==> src/design/boxcar_pkg.sv <==
package boxcar_pkg;

  // sample and window geometry
  localparam int SAMPLE_W  = 16;           // one unsigned input sample
  localparam int MAX_DEPTH = 32;           // longest delay line, one SRL32
  localparam int SUM_W     = SAMPLE_W + 5; // 32 full-scale samples fit without wrap
  localparam int COUNT_W   = $clog2(MAX_DEPTH + 1); // fill count 0..MAX_DEPTH

  // plain vectors for the widths that carry a meaning
  typedef logic [SAMPLE_W-1:0] sample_t;   // unsigned sample
  typedef logic [SUM_W-1:0]    sum_t;      // unsigned running window sum
  typedef logic [COUNT_W-1:0]  count_t;    // samples currently in the window

  // one registered input cycle as seen by the buffer and the consumer
  // shift and flush are never high together, the producer makes sure of that
  typedef struct packed {
    logic    shift;                        // data enters the window this cycle
    logic    flush;                        // clear the whole window
    sample_t data;                         // sample to load into stage 0
  } capture_t;

  // capture_t must stay 18 bits wide
  // layout from msb: shift, flush, data[15:0]

  // DEPTH itself is a module parameter set at the top level,
  // legal range is 2 to MAX_DEPTH

  // the window sum is kept incrementally, so SUM_W only needs to
  // cover MAX_DEPTH * (2**SAMPLE_W - 1)

  // count_t holds MAX_DEPTH itself, hence the +1 in its width

  // all users reach these through boxcar_pkg:: scoped names

endpackage

==> src/design/sample_capture.sv <==
`timescale 1ns/1ns

module sample_capture (
  input  logic                clk,
  input  logic                rst_n,
  input  logic                en,    // valid sample on din
  input  logic                clr,   // flush request, beats en
  input  boxcar_pkg::sample_t din,
  output boxcar_pkg::capture_t cap   // one registered input cycle
);

  boxcar_pkg::capture_t cap_d;       // next capture, built from the raw pins

  // combine the strobes so that at most one action reaches the
  // delay line and the sum in any cycle
  always_comb begin
    cap_d       = cap;               // default keeps the old data word
    cap_d.shift = en & ~clr;         // clr drops the sample of its own cycle
    cap_d.flush = clr;
    if (en) begin
      cap_d.data = din;              // only load data that is valid
    end
  end

  // input register stage
  // this isolates the filter from the outside timing and sets the
  // first of the two cycles of latency
  always_ff @(posedge clk or negedge rst_n) begin
    if (!rst_n) begin
      cap <= '0;                     // no shift, no flush, zero data
    end else begin
      cap <= cap_d;
    end
  end

  // data holds its value while en is low
  // keeps the bus quiet on idle cycles, downstream ignores it anyway

  // strobes are single-cycle pulses here because en and clr are
  // resampled every edge

  // note: a cycle with both en and clr gives flush=1 shift=0

  // the struct fans out to both srl_delay and window_sum,
  // they act on the same edge so their state never drifts apart

  // nothing else is registered here, the struct is the whole output

  // reset clears the struct so that nothing shifts in right
  // after rst_n is released

  // din is unsigned, no sign handling anywhere downstream

endmodule

==> src/design/srl_delay.sv <==
`timescale 1ns/1ns

module srl_delay #(
  parameter int DEPTH = 8                       // stages, 2..MAX_DEPTH
) (
  input  logic                 clk,
  input  logic                 rst_n,
  input  boxcar_pkg::capture_t cap,             // registered strobes and data
  output boxcar_pkg::sample_t  oldest,          // last stage, leaves on next shift
  output boxcar_pkg::sample_t  dout             // last stage to the top output
);

  localparam int W = boxcar_pkg::SAMPLE_W;      // width of one stage

  // all stages in one packed vector, stage 0 in the low bits
  // stage i sits at sr[i*W +: W]
  logic [DEPTH*W-1:0] sr;

  boxcar_pkg::sample_t last_stage;              // stage DEPTH-1

  // shift register with enable, like an SRL32 chain
  // flush wins, but the producer never sends both anyway
  always_ff @(posedge clk or negedge rst_n) begin
    if (!rst_n) begin
      sr <= '0;                                 // window starts empty
    end else if (cap.flush) begin
      sr <= '0;                                 // synchronous clear of every stage
    end else if (cap.shift) begin
      sr <= {sr[(DEPTH-1)*W-1:0], cap.data};    // move up one, new sample at 0
    end
  end

  // the last stage is the sample captured DEPTH-1 shifts ago
  assign last_stage = sr[DEPTH*W-1 -: W];

  // window_sum subtracts this on the same edge it shifts out
  assign oldest = last_stage;

  // same stage, already a register, so no extra latency on dout
  assign dout = last_stage;

  // zeros in the empty stages let the consumer subtract oldest
  // unconditionally, even while the window is still filling

  // no read port into the middle, tap selection is not supported

  // idle cycles (shift low) hold every stage, so dout is stable
  // between enabled samples

  // reset value matches the flush value, so the consumer's sum
  // and this line agree after either event

  // DEPTH times W flops in total, 512 at MAX_DEPTH

  // the packed layout also makes the whole line easy to probe
  // from a testbench as one vector

  // DEPTH below 2 would make the slice above empty

  // shift and flush come from the same capture struct that
  // window_sum sees, so both blocks change on the same edge

  // latency from cap to dout is one edge

endmodule

==> src/design/window_sum.sv <==
`timescale 1ns/1ns

module window_sum #(
  parameter int DEPTH = 8                          // window length, 2..MAX_DEPTH
) (
  input  logic                 clk,
  input  logic                 rst_n,
  input  boxcar_pkg::capture_t cap,                // same capture as the delay line
  input  boxcar_pkg::sample_t  oldest,             // sample that leaves on this shift
  output boxcar_pkg::sum_t     sum,                // sum of all DEPTH stages
  output logic                 full                // window holds DEPTH real samples
);

  boxcar_pkg::count_t count;                       // shifts since reset or flush, saturating
  boxcar_pkg::sum_t   add_term;                    // incoming sample, zero extended
  boxcar_pkg::sum_t   sub_term;                    // leaving sample, zero extended
  boxcar_pkg::sum_t   sum_d;                       // sum after this shift
  logic               at_depth;                    // counter has reached DEPTH

  // incremental update, one adder and one subtractor instead
  // of a DEPTH input adder tree
  assign add_term = boxcar_pkg::sum_t'(cap.data);
  assign sub_term = boxcar_pkg::sum_t'(oldest);
  assign sum_d    = sum + add_term - sub_term;     // oldest is part of sum, no underflow

  assign at_depth = (count == boxcar_pkg::count_t'(DEPTH));

  // running sum register
  always_ff @(posedge clk or negedge rst_n) begin
    if (!rst_n) begin
      sum <= '0;
    end else if (cap.flush) begin
      sum <= '0;                                   // window emptied with the line
    end else if (cap.shift) begin
      sum <= sum_d;
    end
  end

  // fill counter, stops at DEPTH and stays there
  always_ff @(posedge clk or negedge rst_n) begin
    if (!rst_n) begin
      count <= '0;
    end else if (cap.flush) begin
      count <= '0;                                 // refill starts over
    end else if (cap.shift && !at_depth) begin
      count <= count + boxcar_pkg::count_t'(1);
    end
  end

  // level output, high from the DEPTH-th shift on
  assign full = at_depth;

  // before the window is full the empty stages are zero, so the
  // sum is still exact, just over fewer real samples

  // SUM_W leaves 5 bits of headroom, enough for 32 samples of 0xffff

  // no division, the caller scales the sum if an average is wanted

  // idle cycles keep sum and count, matching the held delay line

  // count_t is 6 bits so DEPTH=32 compares without truncation

  // both registers change on the same edge as srl_delay, so oldest
  // is always the value about to be dropped from the sum

endmodule

==> src/design/boxcar_filter.sv <==
`timescale 1ns/1ns

module boxcar_filter #(
  parameter int DEPTH = 8                 // window length, 2..MAX_DEPTH
) (
  input  logic                clk,
  input  logic                rst_n,
  input  logic                en,         // valid sample on din
  input  logic                clr,        // flush the window, beats en
  input  boxcar_pkg::sample_t din,
  output boxcar_pkg::sample_t dout,       // sample from DEPTH-1 shifts earlier
  output boxcar_pkg::sum_t    sum,        // sum of the current window
  output logic                full        // DEPTH samples in since reset or clr
);

  boxcar_pkg::capture_t cap;              // registered input cycle, fans out to both
  boxcar_pkg::sample_t  oldest;           // leaving sample, line to sum

  // producer, registers pins into one struct
  sample_capture i_sample_capture (
    .clk   (clk),
    .rst_n (rst_n),
    .en    (en),
    .clr   (clr),
    .din   (din),
    .cap   (cap)
  );

  // buffer, enable-gated delay line
  srl_delay #(
    .DEPTH (DEPTH)
  ) i_srl_delay (
    .clk    (clk),
    .rst_n  (rst_n),
    .cap    (cap),
    .oldest (oldest),
    .dout   (dout)
  );

  // consumer, running sum and fill level
  window_sum #(
    .DEPTH (DEPTH)
  ) i_window_sum (
    .clk    (clk),
    .rst_n  (rst_n),
    .cap    (cap),
    .oldest (oldest),
    .sum    (sum),
    .full   (full)
  );

  // two edges from a pin sample to dout, sum and full:
  // one in the capture stage, one in the line and the sum

endmodule

==> config.mk <==
export PLATFORM = sky130hd
export DESIGN_NAME = boxcar_filter
export DESIGN_NICKNAME = d
export VERILOG_FILES = /design/src/design/boxcar_pkg.sv /design/src/design/sample_capture.sv /design/src/design/srl_delay.sv /design/src/design/window_sum.sv /design/src/design/boxcar_filter.sv
export SDC_FILE = /design/constraint.sdc
export NUM_CORES = 1
export LEC_CHECK = 0
export BUFFER_PORTS_ARGS = -buffer_cell sky130_fd_sc_hd__buf_2
export CORE_UTILIZATION = 44
export CTS_CLUSTER_SIZE = 16
export DETAILED_ROUTE_END_ITERATION = 10
export PLACE_DENSITY = 0.6
export SETUP_SLACK_MARGIN = 0.05
export SLEW_MARGIN = 20
export SYNTH_ARGS = -nofsm -noshare
export SYNTH_HDL_FRONTEND = slang
export SYNTH_SLANG_ARGS = --single-unit
==> constraint.sdc <==
create_clock -name clk -period 3.2 [get_ports clk]
set_input_delay 0.48 -clock clk [delete_from_list [all_inputs] [get_ports clk]]
set_output_delay 0.48 -clock clk [all_outputs]
set_load 0.01 [all_outputs]
==> results of run 1 <==
[metrics by stage]
| stage | area [µm²] | utilization [%] | instances | hold WS, ps |
|---|---|---|---|---|
| 3_3_place_gp | 8990 | 47.6 | 1087 | 492 |
| 4_1_cts | 9580 | 50.7 | 1119 | 46.5 |
| 2_1_floorplan | 8540 | - | 819 | 184 |
| 6_report | 9640 | 51.0 | 1121 | 32.9 |
| 5_1_grt | 9640 | 51.0 | 1121 | 63.7 |
| 3_5_place_dp | 8990 | 47.6 | 1087 | 502 |
[power by group]
group | switching (mW) | internal, mW
clock network | 1.01 | 1.06
logic | 1.05 | 0.702
registers | 0.106 | 2.29
total | 2.16 | 4.05
[area by class of cell]
type / instances / area (µm²)
clock inverter: 15 / 168
inverter: 75 / 282
fill: 1737 / 9250
timing repair buffer: 68 / 412
tap: 260 / 325
sequential: 173 / 4340
clock buffer: 17 / 425
multi-input combinational: 513 / 3690
[flip-flops by register name, summed over array words and instances, names as in the netlist]
register,count
i_window_sum.sum,21
i_srl_delay.sr,128
i_sample_capture.cap,18
i_window_sum.count,6
[metal layers]
layer	global-route usage (%)	vias up	wire [µm]
li1	-	2774	-
met1	26.0	2765	8600
met2	27.4	74	7770
met3	4.08	19	484
met4	6.69	0	295
met5	0	-	0
[worst max path at each step]
stage / from / endpoint / slack [ps]
global placement: i_window_sum.sum[1]$_DFFE_PN0P_ / i_window_sum.sum[18]$_DFFE_PN0P_ / 160
global route: i_window_sum.sum[0]$_DFFE_PN0P_ / i_window_sum.sum[18]$_DFFE_PN0P_ / -20
detailed placement: i_window_sum.sum[1]$_DFFE_PN0P_ / i_window_sum.sum[18]$_DFFE_PN0P_ / 70
finish: i_srl_delay.sr[112]$_DFFE_PN0P_ / i_window_sum.sum[18]$_DFFE_PN0P_ / 160
floorplan: i_window_sum.sum[1]$_DFFE_PN0P_ / i_window_sum.sum[18]$_DFFE_PN0P_ / 250
CTS: i_window_sum.sum[1]$_DFFE_PN0P_ / i_window_sum.sum[18]$_DFFE_PN0P_ / 60
[synthesized netlist by cell type (2+ instances only)]
master | number | share of area [%]
dfrtp_1 | 173 | 51
xnor2_1 | 12 | 1.2
buf_1 | 7 | 0.31
nand3b_1 | 2 | 0.18
nand2b_1 | 4 | 0.29
fa_1 | 16 | 3.7
clkbuf_1 | 32 | 1.4
o31ai_1 | 2 | 0.18
o2111ai_1 | 3 | 0.31
ha_1 | 23 | 3.4
or4_1 | 2 | 0.18
buf_4 | 16 | 1.4
a211oi_1 | 4 | 0.35
nand4_1 | 8 | 0.59
or3_1 | 4 | 0.29
a31oi_1 | 3 | 0.22
o21a_1 | 4 | 0.35
nand3_1 | 5 | 0.29
nor2_1 | 154 | 6.8
and3_1 | 2 | 0.15
a21oi_1 | 25 | 1.5
a21o_1 | 4 | 0.35
xor2_1 | 3 | 0.31
nor2b_1 | 3 | 0.22
inv_1 | 75 | 3.3
nand2_1 | 41 | 1.8
buf_2 | 3 | 0.18
mux2i_1 | 137 | 16
o21ai_0 | 30 | 1.8
nor3_1 | 2 | 0.12
o311ai_0 | 2 | 0.21
[what timing repair did]
action / CTS / global route
endpoints found under the setup margin: 0 / 6
setup buffers: 0 / 2
resized for setup: 0 / 13
[cells by family (layout without fill, tap and decap cells)]
group	count (synthesis)	after routing	synth area share, %
simple gates	235	235	11.7
fa+ha+maj	39	39	7.12
compound gates	86	86	6.20
mux	138	138	16.2
flops	173	173	50.7
xor+xnor	15	15	1.54
buf+inv	133	175	6.59
==> flow_summary.yaml, run 1 <==
pwr:
  p_total_mw: 6.21
  power.density_mw_per_mm2: 644
  peakVddDrop_mv: 0.283
  leakagePower_nw: 4.64
global_routing:
  grt_pass1_vias: 5385
  antenna_found_initial: 0
  grtUsageTotal_pct: 18.3
  grt_pass1_wl_um: 28200
  overflow: 0
  grt_max_degree: 85
synth:
  async_flop_share_pct: 100
  ys_seq_elements: 173
  synth_area_mm2: 0.00854
  synth_nets: 878
  synthCells: 819
  synth_cell_types: 49
  synth_ff_type: "dfrtp_1"
  yosysSeqAreaShare_pct: 50.7
  synth_warnings: 0
  syn_area_per_cell_um2: 10.4
  synth_edf_count: 0
worst_hold_path:
  hp-class: "in -> async"
placed_design:
  place.gp.congestion: 0.857
  dp_hpwl_um: 11400
  place_ws_ps: 73.7
  io_buffers: 57
sta:
  tightest_slew_ps: 725
  layout_setup_ws_ps: 164
  slew_headroom_pct: 51.5
  final-setup-viol-count: 0
  fmax_mhz: 329
  clock_skew_ps: 13.4
  post-route-min-period_ps: 3040
  fin_setup_tns_ps: 0
  rsz0062_at_grt: "yes"
  fin_crit_sh_pct: 94.9
  hold_viol: 0
  slew_violations: 0
final_layout:
  layout-drive-gt1-share_pct: 13.6
  antenna_cells: 0
  final_common_cell: "dfrtp_1"
  final_nets: 907
  syn_to_final_growth_pct: 12.8
  final_cell_mix: "171 x dfrtp_1, 153 x nor2_1, 137 x mux2i_1, 74 x inv_1, 56 x buf_2"
cts:
  postCtsHoldBufs: 0
  clk_pin_slew_ps: 80
  clk_latency_ps: 440
  cts_tree: "built"
  cts_root_buf: "clkbuf_16"
  numCtsBuffers: 17
  ctsLongestPathBuffers: 2
  cts.sinks: 173
  cts_max_level: 4
routing:
  drt_iter0_markers: 351
  viasPerCell: 5.02
  drc: 0
  vias: 5632
  drt_first_pass_iters: 4
  wl_per_cell_um: 15.3
  final_antenna_net_count: 0
  finalWirelength_um: 17200
critical_path:
  r2r_end: "i_window_sum.sum[18]$_DFFE_PN0P_"
  cp_cell_sequence: "ha_1, inv_1, ha_2, inv_2, fa_2, and2b_1, o2111ai_2, a21boi_2, a21oi_2, or4_4, o31a_1, o311ai_1"
  crit_path_top_delay_cell: "or4_4"
  crit_cells: 12
  cp.buffers_inverters: 2
  critPathArrivalTime_ps: 3380
  max_stage_delay_ps: 540
  path_class: "reg -> reg"
  startpoint_type: "register"
  cp_max_fo: 4
  path_delay_family: "adder cells"
  rr_worst_depth: 12
  r2r-start: "i_srl_delay.sr[112]$_DFFE_PN0P_"
  r2r_slack_ps: 160
  critPathRequiredTime_ps: 3540
  cp-end-kind: "register"
die:
  start_util_pct: 45.2
  die_h_um: 141
  die_x_um: 141
  core-area_mm2: 0.0189
  num_io_pins: 58
  rows: 50
  dieArea_mm2: 0.0200
job:
  drv_cap: 0
outcome:
  status: "complete, no violations"
Note: power is estimated with default switching activity, not from simulation.
==> run 2: changes to the inputs <==
==> constraint.sdc (replaced) <==
create_clock -name clk -period 3.2 [get_ports clk]
set_input_delay 0.16 -clock clk [delete_from_list [all_inputs] [get_ports clk]]
set_output_delay 0.16 -clock clk [all_outputs]
set_load 0.01 [all_outputs]
==> flow_summary.yaml, run 2 (synthesized netlist as in run 1, its figures left out) <==
outcome:
  status: "complete, no violations"
critical_path:
  cp-end-kind: "register"
  cp.buffers_inverters: 3
  path_class: "reg -> reg"
  crit_path_top_delay_cell: "fa_1"
  max_stage_delay_ps: 600
  cp_common_cell: "nand4_1"
  r2r-start: "i_window_sum.sum[1]$_DFFE_PN0P_"
  crit_start: "i_window_sum.sum[1]$_DFFE_PN0P_"
  path_delay_family: "adder cells"
  critPathArrivalTime_ps: 3340
  cp_cell_sequence: "inv_2, fa_1, inv_1, ha_1, a21o_1, nand4_1, a2111oi_2, buf_4, nor2_1, or3_1, nand4_1, o311ai_2"
  critPathRequiredTime_ps: 3510
  startpoint_type: "register"
  cp_max_fo: 3
final_layout:
  final_util_pct: 52.0
  final_cells: 1142
  reg_top3: "i_srl_delay.sr: 128 flops, i_window_sum.sum: 21 flops, i_sample_capture.cap: 18 flops"
  final_common_cell: "dfrtp_1"
  antenna_cells: 0
  layout-drive-gt1-share_pct: 13.4
  largest-register: "i_srl_delay.sr"
  final_cell_mix: "171 x dfrtp_1, 154 x nor2_1, 137 x mux2i_1, 74 x inv_1, 56 x buf_2"
  largest_reg_flops: 128
  final_nets: 928
  syn_to_final_growth_pct: 14.9
routing:
  drc: 0
  drt_first_pass_iters: 4
  vias: 5728
  drt_iter0_markers: 280
  viasPerCell: 5.02
  wl_per_cell_um: 15.5
  finalWirelength_um: 17700
  final_antenna_net_count: 0
die:
  num_io_pins: 58
  dieArea_mm2: 0.0200
  rows: 50
  die_x_um: 141
  start_util_pct: 45.2
  die_h_um: 141
  core-area_mm2: 0.0189
sta:
  fmax_mhz: 329
  slew_violations: 0
  layout_setup_ws_ps: 164
  hold_viol: 0
  clock_skew_ps: 16.2
  slew_headroom_pct: 46.9
  fin_crit_sh_pct: 94.9
  fin_setup_tns_ps: 0
  tightest_slew_ps: 797
  post-route-min-period_ps: 3040
  rsz0062_at_grt: "no"
  final-setup-viol-count: 0
job:
  drv_cap: 0
worst_hold_path:
  min_from: "din[1]"
  hp-class: "in -> reg"
cts:
  cts.sinks: 173
  cts_tree: "built"
  clk_latency_ps: 430
  ctsLongestPathBuffers: 2
  clk_pin_slew_ps: 80
  cts_max_level: 4
  cts_root_buf: "clkbuf_16"
  numCtsBuffers: 17
placed_design:
  dp_cells: 1090
  io_buffers: 57
  dp_hpwl_um: 11700
  place_ws_ps: 102
  place.gp.congestion: 0.854
pwr:
  leakagePower_nw: 4.73
  power.density_mw_per_mm2: 635
  peakVddDrop_mv: 0.379
global_routing:
  antenna_found_initial: 0
  grt_pass1_wl_um: 29200
  grtUsageTotal_pct: 18.9
  grt_pass1_vias: 5673
  overflow: 0
  grt_max_degree: 86
## run 2: path summary, 6_finish.rpt
path / to / slack (ps) / cells past startpoint
setup / recovery: i_window_sum.sum[17]$_DFFE_PN0P_ / 160 / 12
hold / removal: i_sample_capture.cap[1]$_DFFE_PN0P_ / 50 / 3
setup reg to reg: i_window_sum.sum[17]$_DFFE_PN0P_ / 160 / 12
hold reg to reg: i_window_sum.sum[15]$_DFFE_PN0P_ / 520 / 2
max in group asynchronous: i_srl_delay.sr[122]$_DFFE_PN0P_ / 1920 / 3
min in group asynchronous: i_srl_delay.sr[19]$_DFFE_PN0P_ / 350 / 2
## run 2: worst register-to-register path, cell delays in order (launching register included)
cell	delay [ps]
dfrtp_1	370
inv_2	50
fa_1	600
inv_1	70
ha_1	280
a21o_1	130
nand4_1	150
a2111oi_2	390
buf_4	180
nor2_1	60
or3_1	420
nand4_1	130
o311ai_2	100
## run 2: per-layer routing
| metal | GRT usage (%) | part of all wire, % | routed length, µm | vias to the layer above |
|---|---|---|---|---|
| met4 | 7.15 | 1.6 | 287 | 0 |
| met1 | 27.1 | 50 | 8900 | 2807 |
| met2 | 28.4 | 45 | 7910 | 97 |
| met5 | 0 | 0 | 0 | - |
| met3 | 3.81 | 3.3 | 578 | 17 |
| li1 | - | - | - | 2807 |
## run 2: what timing repair did
item                       4_1_cts  5_1_grt
hold endpoints to repair        99        0
setup endpoints to repair        0        8
resized for setup                0        9
setup buffers                    0        3
hold buffers                    17        0
## run 2: area by class of cell
type                            instances  area (µm²)
Fill cell                            1717        9080
Sequential cell                       173        4340
Multi-Input combinational cell        513        3680
Timing Repair Buffer                   89         599
Clock buffer                           17         425
Tap cell                              260         325
Inverter                               75         282
Clock inverter                         15         169
## run 2: per-stage QoR
| step | hold WS (ps) | total power, mW | instance area [µm²] |
|---|---|---|---|
| floorplan | -136 | 3.69 | 8540 |
| global placement | 271 | 4.14 | 9000 |
| detailed placement | 276 | 4.15 | 9000 |
| CTS | 69.2 | 6.23 | 9760 |
| global route | 43.3 | 6.62 | 9820 |
| finish | 51.9 | 6.23 | 9820 |
## run 2: where the power goes
part / switching [mW] / internal, mW / total, mW
Sequential: 0.115 / 2.29 / 2.41
Combinational: 1.06 / 0.724 / 1.78
Clock: 0.990 / 1.05 / 2.04
Total: 2.17 / 4.06 / 6.23
==> run 3: changes to the inputs <==
--- a/config.mk
+++ b/config.mk
@@ -6,10 +6,11 @@
 export NUM_CORES = 1
 export LEC_CHECK = 0
 export BUFFER_PORTS_ARGS = -buffer_cell sky130_fd_sc_hd__buf_2
-export CORE_UTILIZATION = 44
+export CORE_UTILIZATION = 45
 export CTS_CLUSTER_SIZE = 16
 export DETAILED_ROUTE_END_ITERATION = 10
-export PLACE_DENSITY = 0.6
+export PLACE_DENSITY = 0.61
+export RECOVER_POWER = 100
 export SETUP_SLACK_MARGIN = 0.05
 export SLEW_MARGIN = 20
 export SYNTH_ARGS = -nofsm -noshare
==> flow_summary.yaml, run 3 (synthesized netlist as in run 1, its figures left out) <==
critical_path:
  crit_start: "i_window_sum.sum[0]$_DFFE_PN0P_"
  crit_end: "i_window_sum.sum[18]$_DFFE_PN0P_"
  cp-end-kind: "register"
  r2r_slack_ps: 130
  startpoint_type: "register"
  path_class: "reg -> reg"
  rr_worst_depth: 13
  critPathArrivalTime_ps: 3400
  r2r_end: "i_window_sum.sum[18]$_DFFE_PN0P_"
  r2r-start: "i_window_sum.sum[0]$_DFFE_PN0P_"
  cp_max_fo: 4
  critPathRequiredTime_ps: 3530
placed_design:
  io_buffers: 57
  dp_hpwl_um: 11100
  place.gp.congestion: 0.843
die:
  die_x_um: 140
  dieArea_mm2: 0.0195
  num_io_pins: 58
  die_h_um: 140
  core-area_mm2: 0.0186
  rows: 50
  start_util_pct: 45.8
routing:
  finalWirelength_um: 17200
  dr.max_layer_used: "met4"
  dr_wl_met2_um: 7780
  wl_per_cell_um: 15.5
  final_antenna_net_count: 0
  viasPerCell: 5.12
  vias: 5688
  wl_met3_um: 447
  drt_first_pass_iters: 4
  m1WireLength_um: 8650
  drt_iter0_markers: 394
  drc: 0
final_layout:
  antenna_cells: 0
  largest-register: "i_srl_delay.sr"
  n_fill_cell: 1694
  register_area_mm2: 0.00434
  layout-drive-gt1-share_pct: 9.23
  final_common_cell: "dfrtp_1"
  syn_to_final_growth_pct: 13.7
  reg_top3: "i_srl_delay.sr: 128 flops, i_window_sum.sum: 21 flops, i_sample_capture.cap: 18 flops"
  final_cell_mix: "171 x dfrtp_1, 154 x nor2_1, 137 x mux2i_1, 75 x inv_1, 41 x nand2_1"
  multiInputGateArea_mm2: 0.00369
  final_nets: 924
  largest_reg_flops: 128
worst_hold_path:
  hp-class: "in -> reg"
cts:
  cts_tree: "built"
  numCtsBuffers: 17
  clk_pin_slew_ps: 70
  cts.sinks: 173
  cts_root_buf: "clkbuf_16"
  ctsLongestPathBuffers: 2
  clk_latency_ps: 430
  cts_max_level: 4
job:
  drv_cap: 1
global_routing:
  grtUsageTotal_pct: 18.7
  grt_pass1_vias: 5542
  grt_pass1_wl_um: 28700
  overflow: 0
  grt_max_degree: 100
  antenna_found_initial: 0
pwr:
  power.density_mw_per_mm2: 642
  leakagePower_nw: 4.56
  p_total_mw: 6.24
  peakVddDrop_mv: 0.329
sta:
  clock_skew_ps: 9.84
  slew_headroom_pct: -41.3
  final-setup-viol-count: 0
  fmax_mhz: 325
  fin_setup_tns_ps: 0
  slew_violations: 83
  hold_viol: 0
  fin_crit_sh_pct: 96.0
  rsz0062_at_grt: "yes"
  post-route-min-period_ps: 3070
  tightest_slew_ps: 2120
outcome:
  violations: "max-capacitance violations, max-slew violations"
  status: "finished with violations"
run 3: cell count changes in the layout (fill, tap and decap cells not counted), moves of 2 or more:
cell        previous run  this run
clkbuf_2               0         3
clkinv_8               4         0
buf_4                 13         6
buf_2                 56        22
clkinv_4               4         2
clkbuf_1               0        35
clkinvlp_4             0         3
run 3: cell type report:
type | count | share of cell area, %
inverters | 75 | 2.90
multi-input cells | 513 | 38.0
well taps | 234 | 3.01
clock buffers | 18 | 4.52
flip-flops and latches | 173 | 44.6
repair buffers | 85 | 5.37
clock inverters | 14 | 1.55
run 3: through the flow:
step                setup WS [ps]  cell area (µm²)  instances  hold slack (ps)  utilization [%]
finish                        127             9720       1112             36.3             52.1
detailed placement           73.5             8960       1062              276             48.1
global route                -36.1             9720       1112             13.5             52.1
floorplan                     253             8540        819             -136                -
global placement              156             8960       1062              275             48.1
CTS                          55.3             9710       1110             26.6             52.1
run 3: worst min path at each step:
stage,start,end,slack [ps],cells after the start
finish,din[0],i_sample_capture.cap[0]$_DFFE_PN0P_,40,2
global route,din[0],i_sample_capture.cap[0]$_DFFE_PN0P_,10,2
CTS,din[0],i_sample_capture.cap[0]$_DFFE_PN0P_,30,2
detailed placement,rst_n,i_srl_delay.sr[49]$_DFFE_PN0P_,280,1
global placement,rst_n,i_srl_delay.sr[65]$_DFFE_PN0P_,270,1
floorplan,rst_n,i_sample_capture.cap[0]$_DFFE_PN0P_,-140,0
run 3: power breakdown:
part / switching, mW / total (mW) / leakage, nW / internal [mW]
Clock: 0.937 / 2.06 / 0.282 / 1.13
Combinational: 1.06 / 1.78 / 1.91 / 0.712
Sequential: 0.111 / 2.40 / 2.37 / 2.29
Total: 2.11 / 6.24 / 4.56 / 4.13
run 3: critical path, stage by stage (launching register included):
cell and delay (ps):
dfrtp_1 370, inv_1 50, ha_1 260, inv_1 60
ha_2 160, inv_1 60, fa_2 380, and2b_1 230
o2111ai_2 170, a21boi_2 290, a21oi_2 90, or4_4 540
o31a_1 240, o311ai_1 60
run 3: timing repair:
item / CTS / global route
hold endpoints to repair: 96 / 0
gates resized for setup: 0 / 11
hold buffers: 16 / 0
buffers inserted: 0 / 2
setup endpoints to repair: 0 / 9
run 3: per-layer routing:
layer / global-route usage [%] / vias to the layer above
met5: 0 / -
met4: 6.82 / 0
met3: 3.72 / 18
met2: 27.5 / 72
met1: 27.2 / 2804
li1: - / 2794
